$ cat src/hdl/cache_params.svh
`ifndef CACHE_PARAMS_SVH
`define CACHE_PARAMS_SVH

// ######################################################################
// CPU side
// ######################################################################

`define CACHE_ADDR_W 32       // Byte address
`define CACHE_WORD_W 32

// ######################################################################
// Line and set geometry
// ######################################################################

`define CACHE_LINE_W 128      // Four words per line
`define CACHE_OFFSET_BITS 4
`define CACHE_SET_BITS 3      // Eight sets

`define CACHE_TAG_W (`CACHE_ADDR_W - `CACHE_SET_BITS - `CACHE_OFFSET_BITS)

`endif

$ cat src/hdl/pkg_cache.sv
package pkg_cache;

    // ######################################################################
    // Controller state and datapath selectors
    // ######################################################################

    typedef enum logic [1:0] {
        IDLE,
        CMP,
        EVICT,
        LOAD
    } cache_state_t;

    typedef enum logic {
        W_HIT,                // Way that matched the tag
        W_LRU                 // Replacement victim
    } waymux_t;

    typedef enum logic {
        D_CPU,                // Hit line with CPU word merged in
        D_LLC                 // Whole line from memory
    } datamux_t;

    typedef enum logic {
        P_CPU,
        P_CACHE               // Stored victim tag
    } pmadmux_t;

    // ######################################################################
    // Control and status bundles
    // ######################################################################

    typedef struct packed {
        logic     ld_valid;
        logic     ld_dirty;
        logic     ld_tag;
        logic     ld_data;
        logic     ld_plru;
        logic     dirty_val;
        waymux_t  dirty_wmux;
        waymux_t  data_wmux;   // Also steers tag and valid writes
        waymux_t  plru_wmux;
        datamux_t datamux;
        pmadmux_t pmadmux;
    } cache_ctrl_t;

    typedef struct packed {
        logic hit;
        logic victim_dirty;
    } cache_status_t;

endpackage : pkg_cache

$ cat src/hdl/cache.sv
`timescale 1ns/1ps
`include "cache_params.svh"

module cache (
    input  logic                     clk,
    input  logic                     rst,

    // CPU port
    input  logic                     mem_read,
    input  logic                     mem_write,
    input  logic [`CACHE_ADDR_W-1:0] mem_address,
    input  logic [`CACHE_WORD_W-1:0] mem_wdata,
    output logic [`CACHE_WORD_W-1:0] mem_rdata,
    output logic                     mem_resp,

    // Memory port
    output logic                     pmem_read,
    output logic                     pmem_write,
    output logic [`CACHE_ADDR_W-1:0] pmem_address,
    output logic [`CACHE_LINE_W-1:0] pmem_wdata,
    input  logic [`CACHE_LINE_W-1:0] pmem_rdata,
    input  logic                     pmem_resp
);

    pkg_cache::cache_ctrl_t   ctrl;
    pkg_cache::cache_status_t status;

    cache_control u_control (
        .clk        (clk),
        .rst        (rst),
        .mem_read   (mem_read),
        .mem_write  (mem_write),
        .pmem_resp  (pmem_resp),
        .status     (status),
        .mem_resp   (mem_resp),
        .pmem_read  (pmem_read),
        .pmem_write (pmem_write),
        .ctrl       (ctrl)
    );

    cache_datapath u_datapath (
        .clk          (clk),
        .rst          (rst),
        .ctrl         (ctrl),
        .mem_address  (mem_address),
        .mem_wdata    (mem_wdata),
        .pmem_rdata   (pmem_rdata),
        .status       (status),
        .mem_rdata    (mem_rdata),
        .pmem_address (pmem_address),
        .pmem_wdata   (pmem_wdata)
    );

endmodule : cache

$ cat src/hdl/cache_control.sv
`timescale 1ns/1ps

module cache_control (
    input  logic                     clk,
    input  logic                     rst,
    input  logic                     mem_read,
    input  logic                     mem_write,
    input  logic                     pmem_resp,
    input  pkg_cache::cache_status_t status,
    output logic                     mem_resp,
    output logic                     pmem_read,
    output logic                     pmem_write,
    output pkg_cache::cache_ctrl_t   ctrl
);

    // ######################################################################
    // Control word helpers
    // ######################################################################

    function automatic pkg_cache::cache_ctrl_t ctrl_defaults();
        pkg_cache::cache_ctrl_t c;
        c.ld_valid   = 1'b0;
        c.ld_dirty   = 1'b0;
        c.ld_tag     = 1'b0;
        c.ld_data    = 1'b0;
        c.ld_plru    = 1'b0;
        c.dirty_val  = 1'b0;
        c.dirty_wmux = pkg_cache::W_HIT;
        c.data_wmux  = pkg_cache::W_HIT;
        c.plru_wmux  = pkg_cache::W_HIT;
        c.datamux    = pkg_cache::D_CPU;
        c.pmadmux    = pkg_cache::P_CPU;
        return c;
    endfunction

    function automatic pkg_cache::cache_ctrl_t load_tag_valid(pkg_cache::cache_ctrl_t c);
        c.ld_tag   = 1'b1;
        c.ld_valid = 1'b1;
        return c;
    endfunction

    function automatic pkg_cache::cache_ctrl_t load_data(pkg_cache::cache_ctrl_t c,
                                                         pkg_cache::waymux_t way,
                                                         pkg_cache::datamux_t src);
        c.ld_data   = 1'b1;
        c.data_wmux = way;
        c.datamux   = src;
        return c;
    endfunction

    function automatic pkg_cache::cache_ctrl_t load_dirty(pkg_cache::cache_ctrl_t c,
                                                          pkg_cache::waymux_t way,
                                                          logic val);
        c.ld_dirty   = 1'b1;
        c.dirty_wmux = way;
        c.dirty_val  = val;
        return c;
    endfunction

    function automatic pkg_cache::cache_ctrl_t load_plru(pkg_cache::cache_ctrl_t c,
                                                         pkg_cache::waymux_t way);
        c.ld_plru   = 1'b1;
        c.plru_wmux = way;
        return c;
    endfunction

    function automatic pkg_cache::cache_ctrl_t set_pmem_addr(pkg_cache::cache_ctrl_t c,
                                                             pkg_cache::pmadmux_t sel);
        c.pmadmux = sel;
        return c;
    endfunction

    // ######################################################################
    // State machine
    // ######################################################################

    pkg_cache::cache_state_t state;
    pkg_cache::cache_state_t next_state;
    logic                    req;

    assign req = mem_read || mem_write;

    always_ff @(posedge clk) begin
        if (rst) begin
            state <= pkg_cache::IDLE;
        end else begin
            state <= next_state;
        end
    end

    always_comb begin
        ctrl       = ctrl_defaults();
        mem_resp   = 1'b0;
        pmem_read  = 1'b0;
        pmem_write = 1'b0;
        next_state = state;
        case (state)
            pkg_cache::IDLE: begin
                if (req) begin
                    next_state = pkg_cache::CMP;
                end
            end
            pkg_cache::CMP: begin
                if (!req) begin
                    next_state = pkg_cache::IDLE;  // Requester withdrew
                end else if (status.hit) begin
                    if (mem_write) begin
                        ctrl = load_data(ctrl, pkg_cache::W_HIT, pkg_cache::D_CPU);
                        ctrl = load_dirty(ctrl, pkg_cache::W_HIT, 1'b1);
                    end
                    ctrl       = load_plru(ctrl, pkg_cache::W_HIT);
                    mem_resp   = 1'b1;
                    next_state = pkg_cache::IDLE;
                end else if (status.victim_dirty) begin
                    next_state = pkg_cache::EVICT;
                end else begin
                    next_state = pkg_cache::LOAD;
                end
            end
            pkg_cache::EVICT: begin
                ctrl       = set_pmem_addr(ctrl, pkg_cache::P_CACHE);
                pmem_write = 1'b1;
                if (pmem_resp) begin
                    next_state = pkg_cache::LOAD;
                end
            end
            pkg_cache::LOAD: begin
                ctrl      = set_pmem_addr(ctrl, pkg_cache::P_CPU);
                pmem_read = 1'b1;
                if (pmem_resp) begin  // Fill only when the line is on the bus
                    ctrl       = load_tag_valid(ctrl);
                    ctrl       = load_data(ctrl, pkg_cache::W_LRU, pkg_cache::D_LLC);
                    ctrl       = load_dirty(ctrl, pkg_cache::W_LRU, 1'b0);
                    next_state = pkg_cache::CMP;
                end
            end
            default: begin
                next_state = pkg_cache::IDLE;
            end
        endcase
    end

endmodule : cache_control

$ cat src/hdl/cache_datapath.sv
`timescale 1ns/1ps
`include "cache_params.svh"

module cache_datapath (
    input  logic                     clk,
    input  logic                     rst,
    input  pkg_cache::cache_ctrl_t   ctrl,
    input  logic [`CACHE_ADDR_W-1:0] mem_address,
    input  logic [`CACHE_WORD_W-1:0] mem_wdata,
    input  logic [`CACHE_LINE_W-1:0] pmem_rdata,
    output pkg_cache::cache_status_t status,
    output logic [`CACHE_WORD_W-1:0] mem_rdata,
    output logic [`CACHE_ADDR_W-1:0] pmem_address,
    output logic [`CACHE_LINE_W-1:0] pmem_wdata
);

    localparam int NUM_SETS  = 1 << `CACHE_SET_BITS;
    localparam int BYTE_BITS = $clog2(`CACHE_WORD_W / 8);
    localparam int WSEL_W    = `CACHE_OFFSET_BITS - BYTE_BITS;  // Word within line

    // ######################################################################
    // Address split
    // ######################################################################

    logic [`CACHE_TAG_W-1:0]    addr_tag;
    logic [`CACHE_SET_BITS-1:0] addr_set;
    logic [WSEL_W-1:0]          addr_word;

    assign addr_tag  = mem_address[`CACHE_ADDR_W-1 -: `CACHE_TAG_W];
    assign addr_set  = mem_address[`CACHE_OFFSET_BITS +: `CACHE_SET_BITS];
    assign addr_word = mem_address[BYTE_BITS +: WSEL_W];

    // ######################################################################
    // Arrays
    // ######################################################################

    logic [1:0][NUM_SETS-1:0] valid_arr;
    logic [1:0][NUM_SETS-1:0] dirty_arr;
    logic [NUM_SETS-1:0]      lru_arr;                  // Names the LRU way of each set
    logic [`CACHE_TAG_W-1:0]  tag_arr  [2][NUM_SETS];
    logic [`CACHE_LINE_W-1:0] data_arr [2][NUM_SETS];

    // ######################################################################
    // Lookup
    // ######################################################################

    logic [1:0]               way_hit;
    logic                     hit_way;
    logic                     lru_way;
    logic                     dirty_way;
    logic                     data_way;
    logic                     plru_way;
    logic [`CACHE_TAG_W-1:0]  victim_tag;
    logic [`CACHE_LINE_W-1:0] hit_line;
    logic [`CACHE_LINE_W-1:0] victim_line;
    logic [`CACHE_LINE_W-1:0] merged_line;
    logic [`CACHE_LINE_W-1:0] line_in;

    always_comb begin
        for (int w = 0; w < 2; w++) begin
            way_hit[w] = valid_arr[w][addr_set] && (tag_arr[w][addr_set] == addr_tag);
        end
    end

    assign hit_way = way_hit[1];  // Both ways never match one tag
    assign lru_way = lru_arr[addr_set];

    assign status.hit          = |way_hit;
    assign status.victim_dirty = dirty_arr[lru_way][addr_set];

    // Way selectors
    assign dirty_way = (ctrl.dirty_wmux == pkg_cache::W_HIT) ? hit_way : lru_way;
    assign data_way  = (ctrl.data_wmux == pkg_cache::W_HIT) ? hit_way : lru_way;
    assign plru_way  = (ctrl.plru_wmux == pkg_cache::W_HIT) ? hit_way : lru_way;

    assign hit_line    = data_arr[hit_way][addr_set];
    assign victim_line = data_arr[lru_way][addr_set];
    assign victim_tag  = tag_arr[lru_way][addr_set];

    assign mem_rdata = hit_line[addr_word*`CACHE_WORD_W +: `CACHE_WORD_W];

    // ######################################################################
    // Line merge and memory side
    // ######################################################################

    always_comb begin
        merged_line = hit_line;
        merged_line[addr_word*`CACHE_WORD_W +: `CACHE_WORD_W] = mem_wdata;
    end

    assign line_in = (ctrl.datamux == pkg_cache::D_LLC) ? pmem_rdata : merged_line;

    assign pmem_wdata   = victim_line;
    assign pmem_address = (ctrl.pmadmux == pkg_cache::P_CACHE)
                        ? {victim_tag, addr_set, {`CACHE_OFFSET_BITS{1'b0}}}
                        : {addr_tag, addr_set, {`CACHE_OFFSET_BITS{1'b0}}};

    // ######################################################################
    // Array updates
    // ######################################################################

    always_ff @(posedge clk) begin
        if (rst) begin
            valid_arr <= '0;
            dirty_arr <= '0;
            lru_arr   <= '0;
        end else begin
            if (ctrl.ld_valid) begin
                valid_arr[data_way][addr_set] <= 1'b1;  // Filled with the data
            end
            if (ctrl.ld_dirty) begin
                dirty_arr[dirty_way][addr_set] <= ctrl.dirty_val;
            end
            if (ctrl.ld_plru) begin
                lru_arr[addr_set] <= ~plru_way;  // Other way becomes LRU
            end
        end
    end

    always_ff @(posedge clk) begin
        if (ctrl.ld_tag) begin
            tag_arr[data_way][addr_set] <= addr_tag;
        end
        if (ctrl.ld_data) begin
            data_arr[data_way][addr_set] <= line_in;
        end
    end

endmodule : cache_datapath

$ cat config.mk
export PLATFORM = sky130hd
export DESIGN_NAME = cache
export DESIGN_NICKNAME = d
export VERILOG_FILES = /design/src/hdl/pkg_cache.sv /design/src/hdl/cache.sv /design/src/hdl/cache_control.sv /design/src/hdl/cache_datapath.sv
export VERILOG_INCLUDE_DIRS = /design/src /design/src/hdl
export SDC_FILE = /design/constraint.sdc
export NUM_CORES = 2
export LEC_CHECK = 0
export ABC_AREA = 1
export BUFFER_PORTS_ARGS = -buffer_cell sky130_fd_sc_hd__buf_2
export CAP_MARGIN = 20
export CORE_MARGIN = 2
export CORE_UTILIZATION = 43
export DETAILED_ROUTE_END_ITERATION = 8
export PLACE_DENSITY = 0.57
export RECOVER_POWER = 50
export SYNTH_ARGS = -nofsm -noshare
export SYNTH_HDL_FRONTEND = slang
export SYNTH_SLANG_ARGS = --single-unit
$ cat constraint.sdc
create_clock -name clk -period 8.36 [get_ports clk]
set_clock_uncertainty 0.1 [all_clocks]
set_input_delay 0.836 -clock clk [delete_from_list [all_inputs] [get_ports clk]]
set_output_delay 0.836 -clock clk [all_outputs]
set_load 0.005 [all_outputs]
==> impl_metrics.tcl <==
set metrics [dict create \
    dieArea_um2 305000 \
    path_class "in -> out" \
    grt_start_max_net_pins 202 \
    worstMarginPinSlew_ns 3.17 \
    hold_buffers 0 \
    routed_wl_um 518000 \
    final_nets 14900 \
    avgSynthCellArea_um2 8.83 \
    firstDrtPassIters 7 \
    p_per_area_nw_per_um2 195 \
    num_vias 110000 \
    io_buffers 385 \
    cts-root-buf "clkbuf_16" \
    cts.sinks 2490 \
    drtAntennaViolNets 0 \
    status "complete, but fails checks" \
    grtUsageTotal_pct 32.8 \
    setup_tns_ns 0 \
    critPathLaunchType "primary input" \
    ys_seq_elements 2490 \
    post_cts_buffers 0 \
    wl_per_cell_um 27.5 \
    finalHoldViolCount 0 \
    overflow 0 \
    dp_hpwl_um 307000 \
    die_h_um 552 \
    start_util_pct 43.1 \
    synth-edff-count 2448 \
    period_share_pct 92.4 \
    cts_made_buffers 288 \
    grt_pass1_vias 100000 \
    syn_to_final_growth_pct 11.8 \
    ios 392 \
    antenna_found_initial 39 \
    core_um2 299000 \
    drive_gt1_share_pct 7.39 \
    synth_most_common_cell "nand2_1" \
    synthesis.instances 14600 \
    synth-async-reset-ratio_pct 0 \
    dp_cells 18300 \
    worstPathMaxFanout 36 \
    end_kind "output port" \
    hold_path.class "in -> reg" \
    cts_buffer_depth 4 \
    post_cts_resized 0 \
    routed_via_density 5.84 \
    place_congestion 0.893 \
    die_w_um 552 \
    vdd_drop_max_uv 181 \
    arrival_ns 6.78 \
    ys_seq_area_share_pct 57.6 \
    fin_cells 18900 \
    synth_area_um2 129000 \
    htreeDepth 5 \
    synth-main-ff-cell "edfxtp_1" \
    setup_violations 0 \
    required_ns 7.42 \
    violations "max-capacitance violations, max-slew violations" \
    clk_latency_ns 0.93 \
    grt_pass1_wl_um 727000 \
    clkTransAtPathRegs_ns 0.06 \
    row_count 201 \
    yosys.area.top_type "edfxtp_1" \
    slew_violations 359 \
    first_iter_violations 14200 \
    netlist.area_leader.share_pct 56.9 \
    cap_violations 16 \
    rsz0062_at_grt "no" \
    ys_types 44 \
    holdWs_ns 0.261 \
    slew_headroom_pct -112 \
    synth_area_leaders "edfxtp_1 (57%), nand2_1 (8.6%), nand3_1 (6.9%), o21ai_0 (6.2%), inv_1 (5.5%)" \
    max_freq_mhz 130 \
    drc 0 \
    min_period_ns 7.72 \
    synth.top_cells.by_count "nand2_1 (2970), edfxtp_1 (2448), inv_1 (1883), nand3_1 (1769), o21ai_0 (1601)" \
    yosysWarnings 0 \
    leakage_nw 58.6 \
    tritoncts "yes" \
]
==> cell type report <==
type | instances | area, µm²
Multi-Input combinational cell | 9224 | 43300
Antenna cell | 19 | 47.5
Tap cell | 3958 | 4950
Clock inverter | 137 | 961
Sequential cell | 2490 | 74400
Fill cell | 28400 | 155000
Clock buffer | 361 | 7670
Inverter | 1893 | 7280
Timing Repair Buffer | 775 | 5760
==> logic make-up after synthesis <==
family,share of synthesized area (%)
xor+xnor,0.0407
buf+inv,8.96
simple gates,23.0
fa+ha+maj,0.107
other cells,0.00290
compound gates,10.3
flops,57.6
==> layout by cell type, fill, tap and decap left out, drive strengths merged, types with 470 or more instances in the layout <==
master / n
nor2: 1156
buf: 666
nand3b: 512
a21oi: 725
inv: 1896
edfxtp: 2448
nand2: 2974
nand3: 1769
clkbuf: 470
o21ai: 1625
==> final timing paths <==
| kind | from | endpoint | slack (ns) | depth (start not counted) |
|---|---|---|---|---|
| max | mem_address[6] | mem_rdata[9] | 0.64 | 21 |
| min | pmem_rdata[102] | u_datapath.data_arr[0][230] | 0.26 | 3 |
| max reg2reg | u_datapath.tag_arr[1][98] | u_datapath.data_arr[1][932] | 2.18 | 16 |
| min reg2reg | u_datapath.dirty_arr[7] | u_datapath.dirty_arr[7] | 0.36 | 2 |
==> registers in the layout (all words and copies together) (netlist names) <==
| signal | flops |
|---|---|
| u_datapath.data_arr | 2048 |
| u_datapath.tag_arr | 400 |
| u_control.state | 2 |
| u_datapath.valid_arr | 16 |
| u_datapath.dirty_arr | 16 |
| u_datapath.lru_arr | 8 |
==> layer usage <==
metal  global-route usage (%)  up-vias  share of wire [%]
li1                         -    49500                  -
met1                     43.4    53300                 39
met2                     50.1     6050                 44
met3                     5.00     1255                9.6
met4                     21.5       18                7.3
met5                        0        -              0.024
==> stage by stage <==
step	util [%]	power, mW	cell area, µm²	worst slack (ns)
6_report	48.2	28.2	144000	0.639
5_1_grt	48.2	28.8	144000	0.594
4_1_cts	48.3	28.2	144000	1.45
3_5_place_dp	45.4	16.4	136000	1.46
3_3_place_gp	45.4	16.4	136000	1.43
2_1_floorplan	-	15.2	129000	2.27
==> power by group <==
group	internal (mW)	switching, mW
Sequential	13.9	0.00350
Combinational	0.487	1.78
Clock	6.74	5.22
Total	21.1	7.01
==> critical path, cell delays in order <==
cell	delay (ns)
clkbuf_1	0.76
inv_2	0.24
nor2_1	0.17
buf_4	0.39
o211ai_1	0.15
nand2_1	0.12
nor2_1	0.06
nand2_1	0.05
nand2_1	0.07
nor2_1	0.39
nand3_1	0.22
nor2_4	0.47
nand2_1	0.66
buf_12	0.45
nor2_1	0.14
o21ai_1	0.08
inv_1	0.07
nand4_1	0.75
nand3_1	0.28
nand2_1	0.15
buf_2	0.16
No activity file was read; power rests on OpenSTA's default activity.
